===== src/common/procPkg.sv =====
package procPkg;

   localparam int dataWidth = 16;

   // 1K words of shared instruction and data storage
   localparam int memDepth = 1024;
   localparam int memAddrBits = 10;

   // Instruction formats with the opcode always in [15:11]
   //   R type holds rs [10:8], rt [7:5] and rd [4:2] and writes rs op rt to rd
   //   ADDI, LD and ST hold rs [10:8], rd [7:5] and imm5 [4:0]
   //   LBI, BEQZ and BNEZ hold rs [10:8] and imm8 [7:0]
   //   J holds an 11-bit word displacement
   typedef enum logic [4:0] {
      opHalt = 5'b00000,
      opJ    = 5'b00100,
      opAddi = 5'b01000,
      opBeqz = 5'b01100,
      opBnez = 5'b01101,
      opSt   = 5'b10000,
      opLd   = 5'b10001,
      opLbi  = 5'b11000,
      opAdd  = 5'b11100,
      opSub  = 5'b11101,
      opAnd  = 5'b11110,
      opXor  = 5'b11111
   } opcodeE;

   typedef enum logic [2:0] {
      aluAdd,
      aluSub,
      aluAnd,
      aluXor,
      aluPassB
   } aluOpE;

   typedef enum logic [1:0] {
      brNone,
      brEqz,
      brNez,
      brJump
   } branchKindE;

   typedef logic [2:0] regIdxT;

   typedef struct packed {
      logic                 valid;
      logic [dataWidth-1:0] pc;
      logic [dataWidth-1:0] incPc;
      logic [dataWidth-1:0] instr;
   } fdPayloadT;

   typedef struct packed {
      logic                 valid;
      logic [dataWidth-1:0] incPc;
      aluOpE                aluOp;
      logic [dataWidth-1:0] operandA;
      logic [dataWidth-1:0] operandB;
      logic [dataWidth-1:0] imm;
      logic                 useImm;
      logic                 memRead;
      logic                 memWrite;
      logic                 regWrite;
      regIdxT               destReg;
      regIdxT               srcA;
      regIdxT               srcB;
      branchKindE           branchKind;
      logic                 halt;
      logic                 illegal;
   } dxPayloadT;

   typedef struct packed {
      logic                 valid;
      logic [dataWidth-1:0] aluResult;
      logic [dataWidth-1:0] storeData;
      logic                 memRead;
      logic                 memWrite;
      logic                 regWrite;
      regIdxT               destReg;
      logic                 halt;
      logic                 illegal;
   } xmPayloadT;

   typedef struct packed {
      logic                 valid;
      logic [dataWidth-1:0] wbData;
      logic                 regWrite;
      regIdxT               destReg;
      logic                 halt;
      logic                 illegal;
   } mwPayloadT;

   typedef struct packed {
      logic                 valid;
      logic                 regWrite;
      regIdxT               destReg;
      logic [dataWidth-1:0] data;
      logic                 halt;
   } retireT;

   typedef struct packed {
      logic                 valid;
      logic                 write;
      logic [dataWidth-1:0] addr;
      logic [dataWidth-1:0] wdata;
   } memReqT;

endpackage


===== src/rtl/fetch/fetch.sv =====
`timescale 1ns/1ps

module fetch (
   input  logic                          clk,
   input  logic                          rstN,
   input  logic                          stall,
   input  logic                          redirect,
   input  logic [procPkg::dataWidth-1:0] target,
   input  logic                          grant,
   input  logic [procPkg::dataWidth-1:0] rdata,
   input  logic                          halted,
   output procPkg::memReqT               memReq,
   output procPkg::fdPayloadT            fdOut
);
   import procPkg::*;

   logic [dataWidth-1:0] pc;
   logic [dataWidth-1:0] incPc;

   assign incPc = pc + 1'b1;

   // Read the current word every cycle until the machine halts
   always_comb begin
      memReq.valid = ~halted;
      memReq.write = 1'b0;
      memReq.addr = pc;
      memReq.wdata = '0;
   end

   // The word is only a real instruction when the arbiter granted us
   always_comb begin
      fdOut.valid = grant;
      fdOut.pc = pc;
      fdOut.incPc = incPc;
      fdOut.instr = rdata;
   end

   always_ff @(posedge clk) begin
      if (!rstN) begin
         pc <= '0;
      end else if (redirect) begin
         pc <= target;
      end else if (grant && !stall) begin
         pc <= incPc;
      end
   end

endmodule


===== config.mk =====
export PLATFORM = sky130hd
export DESIGN_NAME = fetch
export DESIGN_NICKNAME = d
export VERILOG_FILES = /design/src/common/procPkg.sv /design/src/rtl/fetch/fetch.sv
export SDC_FILE = /design/constraint.sdc
export NUM_CORES = 1
export LEC_CHECK = 0
export ABC_AREA = 1
export ABC_CLOCK_PERIOD_IN_PS = 1300
export BUFFER_PORTS_ARGS = -buffer_cell sky130_fd_sc_hd__buf_2
export CORE_MARGIN = 2
export CORE_UTILIZATION = 35
export DETAILED_ROUTE_END_ITERATION = 8
export PLACE_DENSITY = 0.81
export SETUP_SLACK_MARGIN = 0.05
export SYNTH_ARGS = -nofsm -noshare
export SYNTH_HDL_FRONTEND = slang
export SYNTH_SLANG_ARGS = --single-unit

===== constraint.sdc =====
create_clock -name clk -period 1.3 [get_ports clk]
set_input_delay 0.13 -clock clk [delete_from_list [all_inputs] [get_ports clk]]
set_output_delay 0.13 -clock clk [all_outputs]
set_load 0.01 [all_outputs]

# [After elaboration in Yosys (flattened, before gate mapping)]
# Index checks and enable logic that the tools add are counted.
[classes] mux=2 bitwise=1 n_reduce_logical=3 addsub=1
[ops] cell="16-bit two-way mux" n=2
[ops] cell="16-bit by 1-bit adder with 16-bit output (second input constant)" n=1
[ops] cell="2-bit nonzero test" n=1
[ops] cell="1-bit logical AND" n=1
[ops] cell="1-bit zero test" n=1
[ops] cell="1-bit NOT" n=1
[word_totals] output_inout_bits=83 ff_bits=16 wordCells=8

# [Logic depth before layout (Yosys ltp)]
# Gate-level depths: netlist of the first run.
[depth] ltp_word=4 depth_mapped=8

# [Worst setup path before layout of the first run]
# OpenSTA, ideal clock, no wires.
[synth_path] kind="register to register" startpoint="register pc[0]" endpoint="register pc[8]" period_less_slack_ps=1465 setup_slack_ps=-165 required_ps=1230 arrival_time_ps=1395 path_stages_with_launch=8 cell_sequence="dfxtp_1 > ha_1 > nand3_2 > inv_1 > nand2_1 > xor2_1 > nand2_1 > a21oi_1"
[synth_lines] element="from (decl)" line="fetch.sv:17" source="logic [dataWidth-1:0] pc;"
[synth_lines] element="from (signal assigned)" line="fetch.sv:42" source="pc <= target;"
[synth_lines] element="from (signal assigned)" line="fetch.sv:44" source="pc <= incPc;"

==> results of run 1 <==
-- power by group --
group          leakage [nW]  switching, mW  total, mW  internal, mW
Combinational         0.955          0.268      0.486         0.218
Clock                0.0228          0.211      0.430         0.219
Sequential            0.137         0.0369      0.557         0.520
-- tightest hold or removal path, stage by stage --
cell	delay, ps
buf_2	100
o21ai_0	70
a31oi_1	40
-- logic make-up (layout without fill, tap and decap cells) --
logic type               count (synthesis)  count (layout)  synth area share
AO/OA/AOI/OAI                           33              33             0.125
XOR/XNOR                                 7               7            0.0426
adder cells (fa/ha/maj)                  1               1           0.00869
buffers and inverters                   81             139             0.345
flip-flops                              16              16             0.223
other                                    1              17           0.00261
AND/OR/NAND/NOR                         86              86             0.253
-- metal layers --
metal  vias to the layer above  GRT usage
li1                        782          -
met1                       757      0.220
met2                        72      0.309
met3                         9     0.0164
met4                         0     0.0825
met5                         -          0
-- worst min-delay path by stage --
| stage | end | depth (start not counted) |
|---|---|---|
| after floorplan | pc[1] | 2 |
| after global placement | fdOut[0] | 0 |
| after detailed placement | fdOut[0] | 0 |
| after CTS | pc[1] | 3 |
| after global routing | pc[1] | 3 |
| final | pc[1] | 3 |
-- layout make-up --
type | instances | share of cell area
well taps | 50 | 0.0286
inverters | 26 | 0.0458
flip-flops and latches | 16 | 0.158
clock buffers | 4 | 0.0206
repair buffers | 109 | 0.316
multi-input cells | 144 | 0.431
-- what timing repair did --
action                     CTS  global route
gates resized for setup     22            41
setup buffers               13             6
pin swaps                   16            20
setup endpoints to repair   21            27
-- cell usage in the layout, fill, tap and decap left out --
| master | instances |
|---|---|
| xnor2_2 | 2 |
| nand4_1 | 3 |
| ha_4 | 1 |
| nor2_2 | 1 |
| inv_4 | 1 |
| nand2_2 | 8 |
| clkbuf_8 | 3 |
| dfxtp_4 | 5 |
| nand2_4 | 3 |
| o21ai_0 | 10 |
| inv_1 | 25 |
| and2_1 | 2 |
| a31oi_1 | 3 |
| nor2_1 | 8 |
| a22o_1 | 2 |
| nor2_4 | 9 |
| nand3_2 | 4 |
| xor2_2 | 3 |
| clkbuf_1 | 1 |
| buf_2 | 67 |
| dfxtp_2 | 5 |
| xor2_4 | 1 |
| and2_4 | 1 |
| a31oi_2 | 1 |
| nand3_4 | 1 |
| dfxtp_1 | 6 |
| xor2_1 | 1 |
| a21oi_1 | 4 |
| o21ai_4 | 1 |
| buf_4 | 31 |
| conb_1 | 17 |
| buf_6 | 11 |
| nand2_1 | 42 |
| a22oi_1 | 1 |
| o21ai_2 | 3 |
| a21oi_2 | 8 |
| nand3_1 | 4 |
==> summary.txt, run 1 <==
Worst setup path
  – Startpoint types: flip-flop
  – CP required: around 1200 ps
  – CP Buf/Inv Count: 1
  – Worst reg-to-reg setup slack: -190 ps
  – CP max FO: 4
  – CP Capture Type: primary output
  – R2r startpoint: pc[3]
  – Slowest CP cell: dfxtp_2
  – Critical Path Stages: 6
  – Setup crit start: pc[4]
  – Worst setup path end: fdOut[26]
  – WP data arrival: approximately 1500 ps
  – Max stage delay on crit path: ~360 ps
  – Reg2Reg Depth: 10
  – Cell family with most CP delay: simple AND/OR/NAND/NOR gates
  – RR Endpoint: pc[9]
  – Critical path class: flip-flop to primary output
  – Worst path cell trace: nand2_1 -> nor2_4 -> nand2_4 -> o21ai_2 -> and2_1 -> buf_2

Clock tree
  – Root Driver: clkbuf_8
  – # hold bufs at CTS: 0
  – Clk sinks: 16
  – TritonCTS clock tree: yes
  – Clock buffer depth: 2
  – Worst-Skew Late Latency: 270 ps
  – H-tree levels: 1
  – CTS buffer count: 3
  – Clock transition at path regs: 70 ps

Placement
  – Placed inst area: 0.00178 mm2
  – PortBufs: just over 70
  – Placed instance count: approximately 330
  – DP Worst Slack: -66.0 ps
  – HPWL Detailed: between 2000 and 3000 um
  – Gpl congestion: between 0.8 and 0.9

Drt
  – DRC: 0
  – WL met2: 2220 um
  – Routed len/inst: between 10 and 15 um
  – Met1 WL: approximately 1900 um
  – Vias post-DR: approximately 1600
  – DR pass1 iterations: 4
  – Via density per instance: ~4.6
  – DRT iter0 DRCs: ~130
  – WL met3: about 290 um
  – Top Layer Used: met4
  – Number of routed nets with antenna violations: 0
  – DRT Wirelength: around 4500 um

STA
  – Max Slew Vio Count: 0
  – Fmax: between 600 and 700 MHz
  – Final period util: 1.25
  – RSZ-0062 raised after global routing: true
  – Tmin final: 1630 ps
  – Worst-Margin Slew: around 660 ps
  – Setup TNS: -4080 ps
  – Final worst slack: -331 ps
  – Setup Viol. Count Final: 22
  – Final Skew: 1.56 ps
  – Hold Violations, Final: 0
  – Relative slew slack: 0.562
  – Hold_ws: about 110 ps

Min path
  – HP Class: input port to flip-flop
  – Hold Startpoint: rstN

Final layout
  – Syn-to-layout area delta: 52.0%
  – Multi-input logic area: 942 um2
  – Largest registers: pc (16)
  – Share of layout cells above drive strength 1: 0.569
  – Max reg flops: 16
  – NumNets Final: 339
  – Fin cells: 349
  – Post-route design area: 0.00219 mm2
  – Register Area: roughly 350 um2
  – Final Util: 0.551
  – Reg with most FFs: pc
  – Number of inserted diodes: 0
  – Fill cells: ~360

Floorplan
  – Die width: roughly 68 um
  – Core box area: approximately 0.0040 mm2
  – IO Pins: approximately 120
  – Row Count: 23
  – Die height: between 60 and 70 um
  – Die Area: ~0.0046 mm2
  – Initial core utilization: 0.362

Power
  – Lkg Pwr: roughly 1.1 nW
  – Pwr/cell area: 674 mW/mm2
  – Maximum VDD drop: around 0.30 mV
  – Total power: about 1.5 mW

Logic synthesis
  – Dominant cell type by area after synthesis: buf_4
  – Warnings from Yosys: 0
  – Top_reg_cell synth: dfxtp_1
  – Async set-reset flop share out of synthesis: 0
  – #FFs+latches synth: 16
  – Synth cell types: 23
  – Post-synth top cells: buf_4, nand2_1, inv_1
  – Cells after Synth: ~230
  – Post-synth top area share: 0.266
  – Post-synth EDFFs: 0
  – Top cells by area, synth: buf_4, dfxtp_1, nand2_1
  – Mapped cell area: between 0.001 and 0.0015 mm2
  – Sequential share of the synthesized area: 0.223
  – Mean post-synth cell area: about 6.4 um2

Global route
  – Grt ovf: 0
  – Pin count of the biggest net entering global routing: 16
  – First-pass GRT wire length: 6270 um
  – Gr usage total: 0.178
  – Initial antenna violation count: 0
  – Vias in the first global route: around 1400

Status
  – Outcome: finished, violations left
  – Failing checks: setup timing

Run
  – # Max-Cap Violations: 0
No activity file was read; power rests on OpenSTA's default activity.
==> run 2: changes to the inputs <==
Settings changed: PLACE_DENSITY 0.81 to unset, PLACE_DENSITY_LB_ADDON set to 0.3.
==> run 2 against run 1 <==
- clock-buffer cell count did not move
- critical path depth rose by 1
- critical endpoint is now fdOut[24]
- via count fell by 2.9%
- sequential share of layout area rose by 0.20 points
- die area did not move
- largest cell class unchanged
- clock skew rose by 3.5 ps
- the flow still finishes with violations (setup timing)
==> summary.txt, run 2 (synthesis results as in run 1) <==
Status
  – Outcome: finished, violations left (unchanged)
  – Failing checks: setup timing (unchanged)

Worst setup path
  – Worst path cell trace: ha_4 -> nand3_4 -> inv_4 -> nand2_4 -> buf_6 -> xor2_2 -> buf_2 (was nand2_1 -> nor2_4 -> nand2_4 -> o21ai_2 -> and2_1 -> buf_2)
  – Startpoint types: flip-flop (unchanged)
  – CP Buf/Inv Count: 3 (was 1)
  – CP max FO: 4 (unchanged)
  – WP data arrival: 1440 ps (was 1500 ps)
  – Max stage delay on crit path: 380 ps (was 360 ps)
  – Critical path class: flip-flop to primary output (unchanged)
  – Slowest CP cell: dfxtp_4 (was dfxtp_2)
  – Cell family with most CP delay: flip-flops (was simple AND/OR/NAND/NOR gates)
  – CP Capture Type: primary output (unchanged)
  – CP required: 1170 ps (about the same)

Power
  – Clock power share: 0.303 (was 0.292)
  – Comb pwr share: 0.325 (was 0.330)
  – Switching part of the total: 0.322 (was 0.350)
  – Total power: 1.50 mW (was 1.47 mW)
  – Pwr/cell area: 678 mW/mm2 (was 674 mW/mm2)
  – Switching Power: 0.482 mW (was 0.516 mW)
  – Maximum VDD drop: 0.319 mV (was 0.296 mV)
  – Lkg Pwr: 1.14 nW (was 1.11 nW)
  – Internal power: 1.01 mW (was 0.957 mW)
  – Sequential power share: 0.372 (was 0.378)

Final layout
  – Max reg flops: 16 (unchanged)
  – NumNets Final: 347 (was 339)
  – Register Area: 353 um2 (was 345 um2)
  – Share of layout cells above drive strength 1: 0.593 (was 0.569)
  – Number of inserted diodes: 0 (unchanged)
  – Multi-input logic area: 908 um2 (was 942 um2)
  – Reg with most FFs: pc (unchanged)
  – Fill cells: 387 (was 359)
  – Commonest non-fill, non-tap cell in the layout: buf_2 (unchanged)
  – Syn-to-layout area delta: 53.4% (was 52.0%)
  – Commonest cells after routing, fill and taps aside: buf_2, buf_4, nand2_1 (was buf_2, nand2_1, buf_4)
  – Largest registers: pc (16) (unchanged)

Placement
  – DP Worst Slack: -66.9 ps (was -66.0 ps)
  – HPWL Detailed: 3050 um (was 2920 um)
  – Gpl congestion: 0.820 (was 0.856)
  – PortBufs: 71 (unchanged)

Drt
  – Number of routed nets with antenna violations: 0 (unchanged)
  – DRC: 0 (unchanged)
  – Routed len/inst: 11.7 um (was 13.0 um)
  – Vias post-DR: 1573 (was 1620)
  – DR pass1 iterations: 5 (was 4)
  – DRT Wirelength: 4180 um (was 4530 um)
  – DRT iter0 DRCs: 43 (was 129)
  – Via density per instance: 4.41 (was 4.64)

Clock tree
  – Root Driver: clkbuf_8 (unchanged)
  – Worst-Skew Late Latency: 250 ps (was 270 ps)
  – H-tree levels: 1 (unchanged)
  – CTS buffer count: 3 (unchanged)
  – TritonCTS clock tree: yes (unchanged)
  – Clk sinks: 16 (unchanged)
  – # hold bufs at CTS: 0 (unchanged)
  – Clock buffer depth: 2 (unchanged)
  – Clock transition at path regs: 60 ps (was 70 ps)

STA
  – Final worst slack: -274 ps (was -331 ps)
  – Tmin final: 1570 ps (was 1630 ps)
  – Setup Viol. Count Final: 17 (was 22)
  – Fmax: 635 MHz (was 613 MHz)
  – RSZ-0062 raised after global routing: true (unchanged)
  – Final Skew: 5.11 ps (was 1.56 ps)
  – Hold Violations, Final: 0 (unchanged)
  – Max Slew Vio Count: 0 (unchanged)
  – Final period util: 1.21 (was 1.25)

Global route
  – Pin count of the biggest net entering global routing: 12 (was 16)
  – Gr usage total: 0.178 (about the same)
  – Met1 usage: 0.232 (was 0.220)
  – Met2 GRT Util: 0.294 (was 0.309)
  – Grt ovf: 0 (unchanged)
  – GRT Max-Usage Layer: met2 (unchanged)
  – Initial antenna violation count: 0 (unchanged)
  – M3 GR Usage: 0.0280 (was 0.0164)
  – First-pass GRT wire length: 6310 um (was 6270 um)
  – Vias in the first global route: 1436 (was 1415)

Floorplan
  – Core box area: 0.00397 mm2 (unchanged)
  – IO Pins: 121 (unchanged)
  – Row Count: 23 (unchanged)
  – Initial core utilization: 0.362 (unchanged)
  – Die width: 68.1 um (unchanged)
  – Die height: 68.1 um (unchanged)
  – Die Area: 0.00464 mm2 (unchanged)

Min path
  – HP Class: input port to flip-flop (unchanged)

Run
  – # Max-Cap Violations: 0 (unchanged)
run 2: worst paths after layout:
path	startpoint	end	slack, ps	cells after the start
max reg2reg	pc[1]	pc[8]	-70	9
min reg2reg	pc[0]	pc[0]	650	3
min	rstN	pc[1]	130	3
max	pc[1]	fdOut[24]	-270	7
run 2: what timing repair did:
item | 4_1_cts | 5_1_grt
endpoints found under the setup margin | 19 | 25
setup buffers | 11 | 5
hold endpoints to repair | 0 | 0
pin swaps | 17 | 8
resized for setup | 22 | 38
run 2: final cells by class:
cell class | count | area share
clock buffer | 4 | 0.0249
inverter | 26 | 0.0454
multi-input combinational | 144 | 0.412
sequential | 16 | 0.160
tap | 50 | 0.0283
timing repair buffer | 117 | 0.330
run 2: power by group through the flow:
stage	sequential, mW	combinational (mW)	clock (mW)
2_1_floorplan	0.589	0.323	0
3_3_place_gp	0.565	0.429	0
3_5_place_dp	0.566	0.432	0
4_1_cts	0.553	0.462	0.455
5_1_grt	0.561	0.541	0.495
6_report	0.556	0.486	0.453
run 2: layer usage:
layer / up-vias / share of wire
met5: - / 0
li1: 798 / -
met2: 62 / 0.48
met4: 0 / 0.014
met1: 707 / 0.44
met3: 6 / 0.061
run 2: worst register-to-register path: stages, from the launching register on:
cell	delay (ps)
dfxtp_4	380
ha_4	150
nand3_4	100
inv_4	80
nand2_4	70
buf_6	120
xor2_2	140
buf_4	120
nand2_1	40
a21oi_1	110
run 2: metrics by stage:
| stage | setup TNS (ps) | instance area [um2] | std cells | hold WS (ps) | utilization |
|---|---|---|---|---|---|
| after floorplan | 0 | 1590 | 241 | 258 | - |
| after global placement | -56.9 | 1840 | 338 | 260 | 0.463 |
| after detailed placement | -107 | 1840 | 338 | 260 | 0.463 |
| after CTS | -2620 | 2050 | 353 | 136 | 0.516 |
| after global routing | -4190 | 2210 | 357 | 143 | 0.556 |
| final | -2670 | 2210 | 357 | 134 | 0.556 |
==> run 3: changes to the inputs <==
Settings changed: SKIP_CTS_REPAIR_TIMING set to 1.
==> run 3 against run 2 <==
- the flow still finishes with violations (setup timing)
- highest routed layer unchanged
- first-iteration DRC count grew 16%
- routed wire length is 4.0% lower
- fmax is 0.97% lower
- global-route usage fell by 1.1 points
- sequential power barely moved
- worst hold slack gained 2.7 ps
- clock power about the same
- setup slack got worse by 15 ps
==> summary.txt, run 3 (synthesis results as in run 1) <==
Final layout
  – Share of layout cells above drive strength 1: 0.537 (was 0.593)
  – Register Area: 350 um2 (was 353 um2)
  – Reg with most FFs: pc (unchanged)
  – Commonest cells after routing, fill and taps aside: buf_2, nand2_1, buf_4 (was buf_2, buf_4, nand2_1)
  – Max reg flops: 16 (unchanged)
  – Post-route design area: 0.00210 mm2 (was 0.00221 mm2)
  – NumNets Final: 338 (was 347)
  – Fill cells: 392 (was 387)
  – Number of inserted diodes: 0 (unchanged)
  – Multi-input logic area: 863 um2 (was 908 um2)
  – Syn-to-layout area delta: 46.0% (was 53.4%)
  – Fin cells: 348 (was 357)
  – Largest registers: pc (16) (unchanged)
  – Final Util: 0.529 (was 0.556)
  – Commonest non-fill, non-tap cell in the layout: buf_2 (unchanged)

Global route
  – First-pass GRT wire length: 5890 um (was 6310 um)
  – Initial antenna violation count: 0 (unchanged)
  – Pin count of the biggest net entering global routing: 12 (unchanged)
  – Gr usage total: 0.167 (was 0.178)
  – Grt ovf: 0 (unchanged)
  – Vias in the first global route: 1349 (was 1436)

Drt
  – Met1 WL: 1810 um (was 1840 um)
  – Top Layer Used: met4 (unchanged)
  – Vias post-DR: 1540 (was 1573)
  – DR pass1 iterations: 4 (was 5)
  – Routed len/inst: 11.5 um (was 11.7 um)
  – WL met2: 1880 um (was 2030 um)
  – DRT iter0 DRCs: 50 (was 43)
  – Via density per instance: 4.43 (was 4.41)
  – DRC: 0 (unchanged)
  – WL met3: 263 um (was 254 um)
  – DRT Wirelength: 4020 um (was 4180 um)
  – Number of routed nets with antenna violations: 0 (unchanged)

Power
  – Pwr/cell area: 704 mW/mm2 (was 678 mW/mm2)
  – Maximum VDD drop: 0.319 mV (about the same)
  – Lkg Pwr: 1.09 nW (was 1.14 nW)
  – Total power: 1.48 mW (was 1.50 mW)

STA
  – Max Slew Vio Count: 0 (unchanged)
  – Tmin final: 1590 ps (was 1570 ps)
  – Setup Viol. Count Final: 16 (was 17)
  – Fmax: 629 MHz (was 635 MHz)
  – Final period util: 1.22 (was 1.21)
  – Hold Violations, Final: 0 (unchanged)
  – Final Skew: 6.27 ps (was 5.11 ps)
  – Final worst slack: -290 ps (was -274 ps)
  – RSZ-0062 raised after global routing: true (unchanged)

Floorplan
  – Initial core utilization: 0.362 (unchanged)
  – Die width: 68.1 um (unchanged)
  – Core box area: 0.00397 mm2 (unchanged)
  – Die Area: 0.00464 mm2 (unchanged)
  – Row Count: 23 (unchanged)
  – Die height: 68.1 um (unchanged)
  – IO Pins: 121 (unchanged)

Clock tree
  – H-tree levels: 1 (unchanged)
  – TritonCTS clock tree: yes (unchanged)
  – Clk sinks: 16 (unchanged)
  – Root Driver: clkbuf_8 (unchanged)
  – Worst-Skew Late Latency: 250 ps (about the same)
  – Clock transition at path regs: 60 ps (about the same)
  – Clock buffer depth: 2 (unchanged)
  – CTS buffer count: 3 (unchanged)

Min path
  – HP Class: input port to flip-flop (unchanged)
  – Cell depth of the worst min-delay path: 3 (unchanged)

Worst setup path
  – CP required: 1170 ps (about the same)
  – CP Capture Type: primary output (unchanged)
  – Reg2Reg Depth: 9 (unchanged)
  – Worst path cell trace: ha_4 -> nand3_4 -> inv_4 -> nand2_4 -> nor2_1 -> nand2_1 -> and2_1 -> buf_2 (was ha_4 -> nand3_4 -> inv_4 -> nand2_4 -> buf_6 -> xor2_2 -> buf_2)
  – Critical path class: flip-flop to primary output (unchanged)
  – CP max FO: 4 (unchanged)
  – Startpoint types: flip-flop (unchanged)
  – WP data arrival: 1460 ps (was 1440 ps)
  – Slowest CP cell: dfxtp_4 (unchanged)
  – Max stage delay on crit path: 380 ps (about the same)

Run
  – # Max-Cap Violations: 0 (unchanged)

Status
  – Failing checks: setup timing (unchanged)
  – Outcome: finished, violations left (unchanged)

Placement
  – Placed inst area: 0.00184 mm2 (unchanged)
  – Placed instance count: 338 (unchanged)
  – PortBufs: 71 (unchanged)
  – Gpl congestion: 0.820 (unchanged)
  – HPWL Detailed: 3050 um (unchanged)
-- run 3: cell type report --
type | instances | area share
Tap cell | 50 | 0.0298
Inverter | 26 | 0.0476
Timing Repair Buffer | 108 | 0.319
Clock buffer | 4 | 0.0262
Multi-Input combinational cell | 144 | 0.411
Sequential cell | 16 | 0.167
-- run 3: per-stage QoR --
stage	worst slack, ps	setup TNS (ps)	hold slack [ps]
final	-290	-2660	137
after global routing	-366	-4090	143
after CTS	-341	-2860	136
after detailed placement	-66.9	-107	260
after global placement	-46.1	-56.9	260
after floorplan	36.8	0	258
-- run 3: worst max-delay path, delay by kind of cell, from the launching register on --
kind | cells | cell delay (ps)
and+or+nand+nor | 5 | 470
adders and majority gates | 1 | 150
DFF | 1 | 380
buffers and inverters | 2 | 210
-- run 3: final timing paths --
path,slack [ps],endpoint,from
max,-290,fdOut[26],pc[1]
min,140,pc[3],target[3]
max reg2reg,-90,pc[14],pc[1]
min reg2reg,520,pc[0],pc[0]
-- run 3: layer usage --
layer  vias up  track usage
met5         -            0
met4         0       0.0675
met3         6       0.0263
met2        62        0.268
met1       689        0.222
li1        783            -
-- run 3: power breakdown --
part / switching (mW) / internal [mW] / leakage (nW) / total, mW
registers: 0.0372 / 0.520 / 0.138 / 0.557
clock network: 0.186 / 0.269 / 0.0288 / 0.454
logic: 0.251 / 0.215 / 0.923 / 0.467
